[src/design/lc3b_params.svh]
`ifndef LC3B_PARAMS_SVH
`define LC3B_PARAMS_SVH

// first fetch address after reset
`define LC3B_RESET_PC 16'h0040

// general purpose registers r0..r7
`define LC3B_NUM_REGS 8

`endif

[src/design/lc3b_pkg.sv]
`default_nettype none

package lc3b_pkg;

	typedef logic [15:0] lc3b_word;
	typedef logic [2:0] lc3b_reg;

	// n z p, msb first
	typedef logic [2:0] lc3b_nzp;

	typedef enum logic [3:0] {
		op_br  = 4'b0000,
		op_add = 4'b0001,
		op_and = 4'b0101,
		op_ldr = 4'b0110,
		op_str = 4'b0111,
		op_not = 4'b1001
	} lc3b_opcode;

	typedef enum logic [1:0] {
		alu_pass,
		alu_add,
		alu_and,
		alu_not
	} lc3b_alu_op;

	typedef struct packed {
		lc3b_alu_op alu_op;
		logic imm_sel;
		logic mem_read;
		logic mem_write;
		logic load_regfile;
		logic load_cc;
		logic is_branch;
		// source fields that are really read, for the dependency check
		logic use_sr1;
		logic use_sr2;
		lc3b_reg sr1;
		lc3b_reg sr2;
		lc3b_reg dr;
	} lc3b_control_word;

	typedef struct packed {
		logic valid;
		lc3b_word npc;
		lc3b_word ir;
	} lc3b_fd_latch;

	typedef struct packed {
		logic valid;
		lc3b_control_word cw;
		lc3b_word npc;
		lc3b_word ir;
		lc3b_word sr1_val;
		lc3b_word sr2_val;
		lc3b_nzp cc;
	} lc3b_de_latch;

	typedef struct packed {
		logic valid;
		lc3b_control_word cw;
		lc3b_word result;
		lc3b_word address;
		lc3b_word store_data;
	} lc3b_em_latch;

	typedef struct packed {
		logic valid;
		lc3b_control_word cw;
		lc3b_word data;
	} lc3b_mw_latch;

endpackage : lc3b_pkg

`default_nettype wire

[src/design/fetch.sv]
`default_nettype none
`timescale 1ns/1ns
`include "lc3b_params.svh"

module fetch (
	input wire clk,
	input wire rst_n,
	input wire load_fd,
	input wire bubble_fd,
	input wire branch_taken,
	input wire lc3b_pkg::lc3b_word branch_target,
	input wire lc3b_pkg::lc3b_word imem_rdata,
	input wire imem_resp,
	output logic imem_read,
	output lc3b_pkg::lc3b_word imem_address,
	output logic imem_busy,
	output lc3b_pkg::lc3b_fd_latch fd
);

	lc3b_pkg::lc3b_word pc;
	lc3b_pkg::lc3b_word target_q;
	lc3b_pkg::lc3b_word buf_ir;
	logic active;
	logic discard;
	logic buf_valid;
	logic resp_ok;
	logic have;
	logic redirect;
	logic take;

	assign imem_read = active;
	assign imem_address = pc;
	assign resp_ok = active && imem_resp && !discard;
	assign have = buf_valid || resp_ok;
	assign imem_busy = !have;
	// flush only counts when the pipe moves
	assign redirect = branch_taken && load_fd;
	assign take = load_fd && !bubble_fd && have;

	always_ff @(posedge clk) begin
		if (!rst_n) begin
			pc <= `LC3B_RESET_PC;
			active <= 1'b0;
			discard <= 1'b0;
			buf_valid <= 1'b0;
		end else if (active && imem_resp && discard) begin
			// drop the wrong-path word and restart at the remembered target
			discard <= 1'b0;
			pc <= target_q;
		end else if (redirect) begin
			buf_valid <= 1'b0;
			if (active && !imem_resp) begin
				discard <= 1'b1;
				target_q <= branch_target;
			end else begin
				pc <= branch_target;
				active <= 1'b1;
			end
		end else if (take) begin
			pc <= pc + 16'd2;
			buf_valid <= 1'b0;
			active <= 1'b1;
		end else if (resp_ok) begin
			// decode is stalled, park the word until fd can take it
			buf_valid <= 1'b1;
			buf_ir <= imem_rdata;
			active <= 1'b0;
		end else if (!buf_valid) begin
			active <= 1'b1;
		end
	end

	always_ff @(posedge clk) begin
		if (!rst_n) begin
			fd.valid <= 1'b0;
		end else if (load_fd) begin
			fd.valid <= have && !bubble_fd;
			fd.npc <= pc + 16'd2;
			fd.ir <= buf_valid ? buf_ir : imem_rdata;
		end
	end

endmodule : fetch

`default_nettype wire

[src/design/decode.sv]
`default_nettype none
`timescale 1ns/1ns
`include "lc3b_params.svh"

module decode (
	input wire clk,
	input wire rst_n,
	input wire lc3b_pkg::lc3b_fd_latch fd,
	input wire load_de,
	input wire bubble_de,
	input wire wb_load_reg,
	input wire lc3b_pkg::lc3b_reg wb_dr,
	input wire lc3b_pkg::lc3b_word wb_data,
	input wire wb_load_cc,
	input wire lc3b_pkg::lc3b_nzp wb_cc,
	output lc3b_pkg::lc3b_control_word cw,
	output lc3b_pkg::lc3b_de_latch de
);

	lc3b_pkg::lc3b_word regs [`LC3B_NUM_REGS];
	lc3b_pkg::lc3b_nzp cc;
	lc3b_pkg::lc3b_opcode opcode;
	lc3b_pkg::lc3b_word sr1_val;
	lc3b_pkg::lc3b_word sr2_val;
	lc3b_pkg::lc3b_nzp cc_val;

	assign opcode = lc3b_pkg::lc3b_opcode'(fd.ir[15:12]);

	always_comb begin
		cw = '0;
		cw.alu_op = lc3b_pkg::alu_pass;
		cw.sr1 = fd.ir[8:6];
		cw.sr2 = fd.ir[2:0];
		cw.dr = fd.ir[11:9];
		case (opcode)
			lc3b_pkg::op_add, lc3b_pkg::op_and: begin
				if (opcode == lc3b_pkg::op_add) begin
					cw.alu_op = lc3b_pkg::alu_add;
				end else begin
					cw.alu_op = lc3b_pkg::alu_and;
				end
				cw.imm_sel = fd.ir[5];
				cw.use_sr1 = 1'b1;
				cw.use_sr2 = !fd.ir[5];
				cw.load_regfile = 1'b1;
				cw.load_cc = 1'b1;
			end
			lc3b_pkg::op_not: begin
				cw.alu_op = lc3b_pkg::alu_not;
				cw.use_sr1 = 1'b1;
				cw.load_regfile = 1'b1;
				cw.load_cc = 1'b1;
			end
			lc3b_pkg::op_ldr: begin
				cw.mem_read = 1'b1;
				cw.use_sr1 = 1'b1;
				cw.load_regfile = 1'b1;
				cw.load_cc = 1'b1;
			end
			lc3b_pkg::op_str: begin
				// store data comes from the dr field
				cw.mem_write = 1'b1;
				cw.use_sr1 = 1'b1;
				cw.use_sr2 = 1'b1;
				cw.sr2 = fd.ir[11:9];
			end
			lc3b_pkg::op_br: begin
				cw.is_branch = 1'b1;
			end
			default: begin
				cw.alu_op = lc3b_pkg::alu_pass;
			end
		endcase
	end

	// write-first so the retiring value is seen this cycle
	assign sr1_val = (wb_load_reg && wb_dr == cw.sr1) ? wb_data : regs[cw.sr1];
	assign sr2_val = (wb_load_reg && wb_dr == cw.sr2) ? wb_data : regs[cw.sr2];
	assign cc_val = wb_load_cc ? wb_cc : cc;

	always_ff @(posedge clk) begin
		if (wb_load_reg) begin
			regs[wb_dr] <= wb_data;
		end
	end

	// cleared nzp means no branch is taken before the first cc write
	always_ff @(posedge clk) begin
		if (!rst_n) begin
			cc <= 3'b000;
		end else if (wb_load_cc) begin
			cc <= wb_cc;
		end
	end

	always_ff @(posedge clk) begin
		if (!rst_n) begin
			de.valid <= 1'b0;
		end else if (load_de) begin
			de.valid <= fd.valid && !bubble_de;
			de.cw <= cw;
			de.npc <= fd.npc;
			de.ir <= fd.ir;
			de.sr1_val <= sr1_val;
			de.sr2_val <= sr2_val;
			de.cc <= cc_val;
		end
	end

endmodule : decode

`default_nettype wire

[src/design/execute.sv]
`default_nettype none
`timescale 1ns/1ns

module execute (
	input wire clk,
	input wire rst_n,
	input wire lc3b_pkg::lc3b_de_latch de,
	input wire load_em,
	output logic branch_taken,
	output lc3b_pkg::lc3b_word branch_target,
	output lc3b_pkg::lc3b_em_latch em
);

	lc3b_pkg::lc3b_word imm5;
	lc3b_pkg::lc3b_word offset6;
	lc3b_pkg::lc3b_word offset9;
	lc3b_pkg::lc3b_word alu_b;
	lc3b_pkg::lc3b_word alu_out;
	lc3b_pkg::lc3b_nzp br_nzp;

	assign imm5 = {{11{de.ir[4]}}, de.ir[4:0]};
	// word offsets, shifted left once
	assign offset6 = {{9{de.ir[5]}}, de.ir[5:0], 1'b0};
	assign offset9 = {{6{de.ir[8]}}, de.ir[8:0], 1'b0};
	assign alu_b = de.cw.imm_sel ? imm5 : de.sr2_val;

	always_comb begin
		case (de.cw.alu_op)
			lc3b_pkg::alu_add: alu_out = de.sr1_val + alu_b;
			lc3b_pkg::alu_and: alu_out = de.sr1_val & alu_b;
			lc3b_pkg::alu_not: alu_out = ~de.sr1_val;
			default: alu_out = de.sr1_val;
		endcase
	end

	assign br_nzp = de.ir[11:9];
	assign branch_target = de.npc + offset9;
	assign branch_taken = de.valid && de.cw.is_branch && |(br_nzp & de.cc);

	always_ff @(posedge clk) begin
		if (!rst_n) begin
			em.valid <= 1'b0;
		end else if (load_em) begin
			em.valid <= de.valid;
			em.cw <= de.cw;
			em.result <= alu_out;
			em.address <= de.sr1_val + offset6;
			em.store_data <= de.sr2_val;
		end
	end

endmodule : execute

`default_nettype wire

[src/design/memory_access.sv]
`default_nettype none
`timescale 1ns/1ns

module memory_access (
	input wire clk,
	input wire rst_n,
	input wire lc3b_pkg::lc3b_em_latch em,
	input wire load_mw,
	input wire lc3b_pkg::lc3b_word dmem_rdata,
	input wire dmem_resp,
	output logic dmem_read,
	output logic dmem_write,
	output lc3b_pkg::lc3b_word dmem_address,
	output lc3b_pkg::lc3b_word dmem_wdata,
	output logic dmem_busy,
	output lc3b_pkg::lc3b_mw_latch mw,
	output logic wb_load_reg,
	output lc3b_pkg::lc3b_reg wb_dr,
	output lc3b_pkg::lc3b_word wb_data,
	output logic wb_load_cc,
	output lc3b_pkg::lc3b_nzp wb_cc
);

	logic access;

	assign access = em.valid && (em.cw.mem_read || em.cw.mem_write);
	assign dmem_read = access && em.cw.mem_read;
	assign dmem_write = access && em.cw.mem_write;
	assign dmem_address = em.address;
	assign dmem_wdata = em.store_data;
	assign dmem_busy = access && !dmem_resp;

	always_ff @(posedge clk) begin
		if (!rst_n) begin
			mw.valid <= 1'b0;
		end else if (load_mw) begin
			mw.valid <= em.valid;
			mw.cw <= em.cw;
			mw.data <= em.cw.mem_read ? dmem_rdata : em.result;
		end
	end

	assign wb_load_reg = mw.valid && mw.cw.load_regfile;
	assign wb_dr = mw.cw.dr;
	assign wb_data = mw.data;
	assign wb_load_cc = mw.valid && mw.cw.load_cc;

	always_comb begin
		if (mw.data[15]) begin
			wb_cc = 3'b100;
		end else if (mw.data == 16'h0000) begin
			wb_cc = 3'b010;
		end else begin
			wb_cc = 3'b001;
		end
	end

endmodule : memory_access

`default_nettype wire

[src/design/hazard_control.sv]
`default_nettype none
`timescale 1ns/1ns

module hazard_control (
	input wire lc3b_pkg::lc3b_control_word cw,
	input wire fd_valid,
	input wire lc3b_pkg::lc3b_de_latch de,
	input wire lc3b_pkg::lc3b_em_latch em,
	input wire lc3b_pkg::lc3b_mw_latch mw,
	input wire imem_busy,
	input wire dmem_busy,
	input wire branch_taken,
	output logic load_fd,
	output logic bubble_fd,
	output logic load_de,
	output logic bubble_de,
	output logic load_em,
	output logic load_mw
);

	logic dep_stall;

	// does the younger instruction need a result the older one has not written
	function automatic logic depends(
		input logic older_valid,
		input lc3b_pkg::lc3b_control_word older,
		input lc3b_pkg::lc3b_control_word younger
	);
		logic src1;
		logic src2;
		src1 = younger.use_sr1 && (younger.sr1 == older.dr);
		src2 = younger.use_sr2 && (younger.sr2 == older.dr);
		return older_valid && ((older.load_regfile && (src1 || src2)) ||
			(older.load_cc && younger.is_branch));
	endfunction

	// mw writes back in the same cycle and decode reads write-first
	assign dep_stall = fd_valid && (depends(de.valid, de.cw, cw) ||
		depends(em.valid, em.cw, cw));

	always_comb begin
		load_fd = 1'b1;
		bubble_fd = 1'b0;
		load_de = 1'b1;
		bubble_de = 1'b0;
		load_em = 1'b1;
		load_mw = 1'b1;
		if (dmem_busy) begin
			// whole pipe frozen
			load_fd = 1'b0;
			load_de = 1'b0;
			load_em = 1'b0;
			load_mw = 1'b0;
		end else if (branch_taken) begin
			bubble_fd = 1'b1;
			bubble_de = 1'b1;
		end else if (dep_stall) begin
			load_fd = 1'b0;
			bubble_de = 1'b1;
		end else if (imem_busy) begin
			bubble_fd = 1'b1;
		end
	end

endmodule : hazard_control

`default_nettype wire

[src/design/mp3.sv]
`default_nettype none
`timescale 1ns/1ns

module mp3 (
	input wire clk,
	input wire rst_n,

	// instruction port
	output logic imem_read,
	output lc3b_pkg::lc3b_word imem_address,
	input wire lc3b_pkg::lc3b_word imem_rdata,
	input wire imem_resp,

	// data port
	output logic dmem_read,
	output logic dmem_write,
	output lc3b_pkg::lc3b_word dmem_address,
	output lc3b_pkg::lc3b_word dmem_wdata,
	input wire lc3b_pkg::lc3b_word dmem_rdata,
	input wire dmem_resp
);

	lc3b_pkg::lc3b_fd_latch fd;
	lc3b_pkg::lc3b_de_latch de;
	lc3b_pkg::lc3b_em_latch em;
	lc3b_pkg::lc3b_mw_latch mw;
	lc3b_pkg::lc3b_control_word cw;
	lc3b_pkg::lc3b_word branch_target;
	logic branch_taken;
	logic imem_busy;
	logic dmem_busy;

	logic load_fd;
	logic bubble_fd;
	logic load_de;
	logic bubble_de;
	logic load_em;
	logic load_mw;

	// register and cc write from the last stage
	logic wb_load_reg;
	lc3b_pkg::lc3b_reg wb_dr;
	lc3b_pkg::lc3b_word wb_data;
	logic wb_load_cc;
	lc3b_pkg::lc3b_nzp wb_cc;

	fetch fetch_int (
		.clk, .rst_n, .load_fd, .bubble_fd, .branch_taken, .branch_target,
		.imem_rdata, .imem_resp, .imem_read, .imem_address, .imem_busy, .fd
	);

	decode decode_int (
		.clk, .rst_n, .fd, .load_de, .bubble_de,
		.wb_load_reg, .wb_dr, .wb_data, .wb_load_cc, .wb_cc, .cw, .de
	);

	execute execute_int (
		.clk, .rst_n, .de, .load_em, .branch_taken, .branch_target, .em
	);

	memory_access memory_access_int (
		.clk, .rst_n, .em, .load_mw, .dmem_rdata, .dmem_resp,
		.dmem_read, .dmem_write, .dmem_address, .dmem_wdata, .dmem_busy, .mw,
		.wb_load_reg, .wb_dr, .wb_data, .wb_load_cc, .wb_cc
	);

	hazard_control hazard_control_int (
		.cw, .fd_valid(fd.valid), .de, .em, .mw,
		.imem_busy, .dmem_busy, .branch_taken,
		.load_fd, .bubble_fd, .load_de, .bubble_de, .load_em, .load_mw
	);

endmodule : mp3

`default_nettype wire

[config.mk]
export PLATFORM = sky130hd
export DESIGN_NAME = mp3
export DESIGN_NICKNAME = d
export VERILOG_FILES = /design/src/design/lc3b_pkg.sv /design/src/design/fetch.sv /design/src/design/decode.sv /design/src/design/execute.sv /design/src/design/memory_access.sv /design/src/design/hazard_control.sv /design/src/design/mp3.sv
export VERILOG_INCLUDE_DIRS = /design/src /design/src/design
export SDC_FILE = /design/constraint.sdc
export NUM_CORES = 1
export LEC_CHECK = 0
export BUFFER_PORTS_ARGS = -buffer_cell sky130_fd_sc_hd__clkbuf_2
export CORE_MARGIN = 2
export CORE_UTILIZATION = 30
export CTS_BUF_LIST = sky130_fd_sc_hd__clkbuf_2
export DETAILED_ROUTE_END_ITERATION = 8
export PLACE_DENSITY_LB_ADDON = 0.1
export SKIP_CTS_REPAIR_TIMING = 1
export SLEW_MARGIN = 40
export SYNTH_ARGS = -nofsm -noshare
export SYNTH_HDL_FRONTEND = slang
export SYNTH_SLANG_ARGS = --single-unit
[constraint.sdc]
create_clock -name clk -period 18.7 [get_ports clk]
set_input_delay 3.74 -clock clk [delete_from_list [all_inputs] [get_ports clk]]
set_output_delay 3.74 -clock clk [all_outputs]
set_load 0.005 [all_outputs]
== Word-level counts from Yosys, hierarchy flattened ==
Memory sizes are Yosys's and may differ from the RTL's. A register that Yosys moved wholly into a read port is not among the register bits.
Cells that the tools add are included.

* Reduce and logical (&&, ||, !) cells: 58
* Equal/unequal tests: 15
* Bitwise logic cells: 8
* Multiplexer cells: 40
* Add/sub/neg operators: 4

{| class="wikitable"
|+ Operators by type and width
! kind !! number
|-
| two-way mux 16 bit || 7
|-
| adder 16 bit || 3
|-
| case mux 16 bit (3 select lines) || 1
|-
| logical AND 1 bit || 28
|-
| two-way mux 1 bit || 24
|-
| adder 16 x 2 -> 16 bit (second input constant) || 1
|-
| bitwise AND 16 bit || 1
|-
| zero test 16 bit || 1
|-
| inverter 16 bit || 1
|-
| == test 3 bit || 4
|-
| == test 4 x 3 -> 1 bit (second input constant) || 3
|-
| AND reduction 2 bit || 5
|-
| two-way mux 3 bit || 3
|-
| logical OR 1 bit || 7
|-
| zero test 1 bit || 6
|-
| two-way mux 2 bit || 3
|-
| nonzero test 3 bit || 2
|-
| inverter 1 bit || 5
|-
| AND reduction 5 bit || 1
|-
| OR reduction 5 bit || 1
|-
| == test 2 bit (second input constant) || 2
|-
| == test 4 x 1 -> 1 bit (second input constant) || 1
|-
| == test 4 bit (second input constant) || 1
|-
| zero test 4 bit || 1
|-
| 12 further kinds || 13
|}

* Memories kept: 1
* Word-level logic and storage cells: 162
* Input bits: 36
* RAM bits: 128
* Output and inout bits: 51
* Bits in registers: 208

{| class="wikitable"
|+ Memory list
! name !! words !! width !! rd ports !! clocked after memory_dff !! wr ports !! line !! RTL
|-
| decode_int.regs || 8 || 16 || 2 || 2 || 1 || decode.sv:20 || <nowiki>lc3b_pkg::lc3b_word regs [`LC3B_NUM_REGS];</nowiki>
|}

== Depth between registers and ports, before layout ==
* Word-level depth: 19
* Mapped depth: 13

== By module ==
From an unflattened synthesis, not the netlist that was laid out.

* Cells, all modules: 1701
* Area total of the unflattened synthesis: 20646.1 µm²

{| class="wikitable"
|+ Modules (own cells, without submodules)
! module !! seq. area each (µm²) !! cells each !! instances !! area each (µm²)
|-
| decode || 6296.0 || 810 || 1 || 10272.4
|-
| execute || 2031.9 || 457 || 1 || 4695.8
|-
| fetch || 2322.2 || 281 || 1 || 3643.5
|-
| memory_access || 1071.0 || 121 || 1 || 1805.5
|-
| hazard_control || 0.0 || 32 || 1 || 229.0
|}

== Worst setup path after synthesis ==
No wires, ideal clock.

* Path type: in2reg
* Start: input port rst_n
* End: register decode_int.de[0] (netlist name)
* Library setup time: 650 ps
* Setup slack: 7667 ps
* Cell stages on the path: 4
* Data arrival time: 10383 ps
* Cell sequence: clkbuf_1 -> inv_1 -> clkbuf_1 -> nor2_1

* Word-level cells in the longest chain between the ends: 1

{| class="wikitable"
|+ Ends and longest elaborated chain
! element !! line !! RTL
|-
| from (decl) || mp3.sv:6 || <nowiki>input wire rst_n,</nowiki>
|-
| AND reduction 2 bit (no line) || - ||
|}

Every way passes these cells.
A chain may end at the register's enable or synchronous reset.

== Final worst setup path ==
* Start: register execute_int.em[63] (netlist name)
* End: output port dmem_read

* Word-level cells in the longest chain between the ends: 3

{| class="wikitable"
|+ Ends and longest elaborated chain
! element !! line !! RTL
|-
| logical OR 1 bit || memory_access.sv:26 || <nowiki>assign access = em.valid && (em.cw.mem_read || em.cw.mem_write);</nowiki>
|-
| logical AND 1 bit || memory_access.sv:26 ||
|-
| logical AND 1 bit (*) || memory_access.sv:27 || <nowiki>assign dmem_read = access && em.cw.mem_read;</nowiki>
|-
| to (decl) || mp3.sv:15 || <nowiki>output logic dmem_read,</nowiki>
|}

Every way passes the cells marked *; elsewhere a longest branch is shown, timed or not.

==> impl_metrics.csv <==
group,metric,value,unit
status,status,"finished clean",
clock_network,numCtsBuffers,99,
power_and_ir_drop,peakVddDrop,0.0000405,V
clock_network,tritoncts,"built",
floorplan,ios,87,
logic_synthesis,syn_nets,1342,
floorplan,dieHeight,246,microns
critical_path,required,14.96,ns
critical_path,arrival,2.07,ns
floorplan,num_rows,88,
critical_path,timing.reg2reg.setup_slack,14.37,ns
critical_path,crit_path_max_fanout,18,
route,drt-met1-wl,22.5,mm
sta,rsz0062_at_grt,"no",
sta,finalHoldViolCount,0,
global_route,globalRouteOverflowTotal,0,
global_route,grt_pass1_wl,71.8,mm
route,ant_nets,0,
critical_path,regToRegEndpoint,"execute_int.em[47]$_DFFE_PP_",
clock_network,cts_buffer_depth,3,
clock_network,path_clk_slew,0.11,ns
floorplan,die-area,60600,sq um
placement,postPlaceCellArea,18800,sq um
route,wl_met3,2.37,mm
floorplan,core,57800,sq um
logic_synthesis,yosysMostFrequentCell,"edfxtp_1",
worst_hold_path,min_to,"execute_int.em[62]$_DFFE_PP_",
logic_synthesis,synthMuxAreaShare,0.137,
sta,setup_violations,0,
sta,slew_viol_final,0,
clock_network,cts-root-buf,"clkbuf_2",
logic_synthesis,yosys_warnings,0,
clock_network,clock_sinks,362,
logic_synthesis,ys_ff_latch,362,
logic_synthesis,synth.largest_area_cell,"edfxtp_1",
logic_synthesis,synth_top_family_by_area,"multiplexers",
route,top_layer_used,"met4",
sta,fin_crit_sh,0.311,
logic_synthesis,netlist_top_cells_count,"336 x edfxtp_1, 96 x nand2_1, 81 x nor2_1, 64 x mux4_2, 63 x o21ai_0",
critical_path,start_kind,"register",
route,detail_route.iter0.violations,738,
critical_path,r2r_start,"decode_int.de[83]$_SDFFCE_PP0P_",
cells_and_area,areaGrowthSynthToFinish,12.6,%
worst_hold_path,hp-start,"decode_int.de[81]$_DFFE_PP_",
cells_and_area,layout.cells.non_filler,2233,
logic_synthesis,ys_types,71,
logic_synthesis,yosys.area_share.simple,0.0799,
logic_synthesis,netlist_area,17600,sq um
global_route,grt_max_degree,71,
placement,pre_cts_slack,11.66,ns
logic_synthesis,postSynthAreaPerCell,14.0,sq um
cells_and_area,drive_gt1_frac,0.276,
cells_and_area,fillCellCount,5759,
placement,gp_congestion,0.776,
cells_and_area,final_cell_area,19800,sq um
logic_synthesis,synth_compound_area_frac,0.0772,
power_and_ir_drop,power.density,89.5,nW/um^2
floorplan,start_util,0.304,
power_and_ir_drop,p_leak,7.13,nW
sta,fmax,0.172,GHz
floorplan,die_w,246,microns
clock_network,worstSkewPairLatency,1.10,ns
route,route.detailed.drc,0,
worst_hold_path,whs_path_depth,0,
placement,dp_cells,2049,
critical_path,crit_path_end_kind,"primary output",
logic_synthesis,synth_top_area_share,0.574,
route,postRouteWirelength,47.6,mm
sta,tns,0,ns
critical_path,reg2regPathDepth,11,
job,drv_cap,0,
route,wl_met2,21.9,mm
logic_synthesis,ys_async_sr_fraction,0,
logic_synthesis,synth_edf_count,336,
sta,relSlewSlack,0.457,
logic_synthesis,synthAdderAreaFrac,0.0354,
logic_synthesis,synth_xor_area_frac,0.0334,
sta,worst_clock_skew,0.0995,ns
cells_and_area,nNetsFinal,1469,
power_and_ir_drop,total_power,1.77,mW
route,via_per_inst,4.93,
global_route,antenna_found_initial,4,
logic_synthesis,synthFlopType,"edfxtp_1",
clock_network,htreeDepth,3,
global_route,gr-usage-all-layers,0.161,
sta,worstMarginPinSlew,0.804,ns
logic_synthesis,synth_seq_area_share,0.603,
sta,setup_slack,12.89,ns
worst_hold_path,hp-class,"register to register",
route,drt_pass1_iterations,5,
placement,dp_hpwl,31.2,mm
placement,io_buffers,86,
critical_path,crit_type,"register to primary output",
logic_synthesis,synth_area_leaders,"edfxtp_1 57%, mux4_2 8.2%, ha_1 3.2%, dfxtp_1 3.0%, mux2i_1 2.8%",
sta,min_period,5.81,ns
route,vias,11000,
logic_synthesis,syn-instance-count,1258,
route,avgRoutedWirePerCell,21.3,microns
global_route,grt_pass1_vias,11400,
worst max-delay path by stage:
| stage | slack [ns] | depth (start not counted) | endpoint | startpoint |
|---|---|---|---|---|
| after floorplan | 7.67 | 4 | decode_int.de[0]$_DFFE_PP_ | rst_n |
| after global placement | 11.48 | 5 | decode_int.de[21]$_DFFE_PP_ | rst_n |
| after detailed placement | 11.66 | 5 | decode_int.de[3]$_DFFE_PP_ | rst_n |
| after CTS | 12.69 | 3 | dmem_read | execute_int.em[63]$_DFFE_PP_ |
| after global routing | 12.68 | 3 | dmem_read | execute_int.em[63]$_DFFE_PP_ |
| final | 12.89 | 3 | dmem_read | execute_int.em[63]$_DFFE_PP_ |
critical path, cell delays in order, from the launching register on:
cell and delay (ns):
edfxtp_1 0.34, buf_4 0.35, and2_1 0.21, clkbuf_2 0.12
report_power, final:
part | internal (mW) | switching (mW)
logic | 0.0927 | 0.123
clock network | 0.245 | 0.347
registers | 0.931 | 0.0350
total | 1.27 | 0.505
metal layers:
layer | GRT usage | vias up
met5 | 0 | -
met4 | 0.0510 | 0
met3 | 0.0345 | 72
met2 | 0.251 | 321
met1 | 0.223 | 5459
li1 | - | 5154
metrics by stage:
| step | utilization | hold WS [ns] |
|---|---|---|
| floorplan | - | 0.400 |
| global placement | 0.325 | 0.401 |
| detailed placement | 0.326 | 0.406 |
| finish | 0.343 | 0.390 |
| global route | 0.342 | 0.424 |
| CTS | 0.342 | 0.384 |
registers in the layout, indices dropped and copies added (netlist names):
| signal | cells |
|---|---|
| execute_int.em | 55 |
| decode_int.regs | 128 |
| fetch_int.discard | 1 |
| memory_access_int.mw | 2 |
| fetch_int.target_q | 16 |
| fetch_int.buf_valid | 1 |
| memory_access_int.wb_dr | 3 |
| memory_access_int.wb_data | 16 |
| fetch_int.buf_ir | 16 |
| decode_int.cc | 3 |
| fetch_int.fd | 33 |
| decode_int.de | 71 |
| fetch_int.imem_read | 1 |
| fetch_int.imem_address | 16 |
kinds of logic after synthesis:
group | count (synthesis)
simple gates | 296
buf+inv | 119
flops | 362
fa+ha+maj | 48
compound gates | 212
mux | 154
xor+xnor | 67
final cells by class:
type | count | area (sq um) | area share
well taps | 765 | 957 | 0.0483
clock inverters | 30 | 183 | 0.00923
repair buffers | 114 | 659 | 0.0333
inverters | 31 | 116 | 0.00588
multi-input cells | 777 | 6510 | 0.329
flip-flops and latches | 362 | 10600 | 0.536
clock buffers | 152 | 761 | 0.0384
diodes | 2 | 5.00 | 0.000253
placed cells by master, fill, tap and decap left out, types with 9 or more instances in the layout:
master,n
nor4_1,9
clkinv_1,20
nand3_1,22
mux4_2,64
o21ai_0,63
a211oi_1,10
nand2_1,96
inv_1,31
a21oi_1,27
and3_1,10
ha_1,45
nor2_1,80
dfxtp_1,25
mux2_2,38
o21ai_1,32
clkbuf_2,238
buf_4,23
xnor2_1,43
nor3_1,20
edfxtp_1,336
o211ai_1,9
mux2i_1,49
xor2_1,24
No activity file was read; power rests on OpenSTA's default activity.
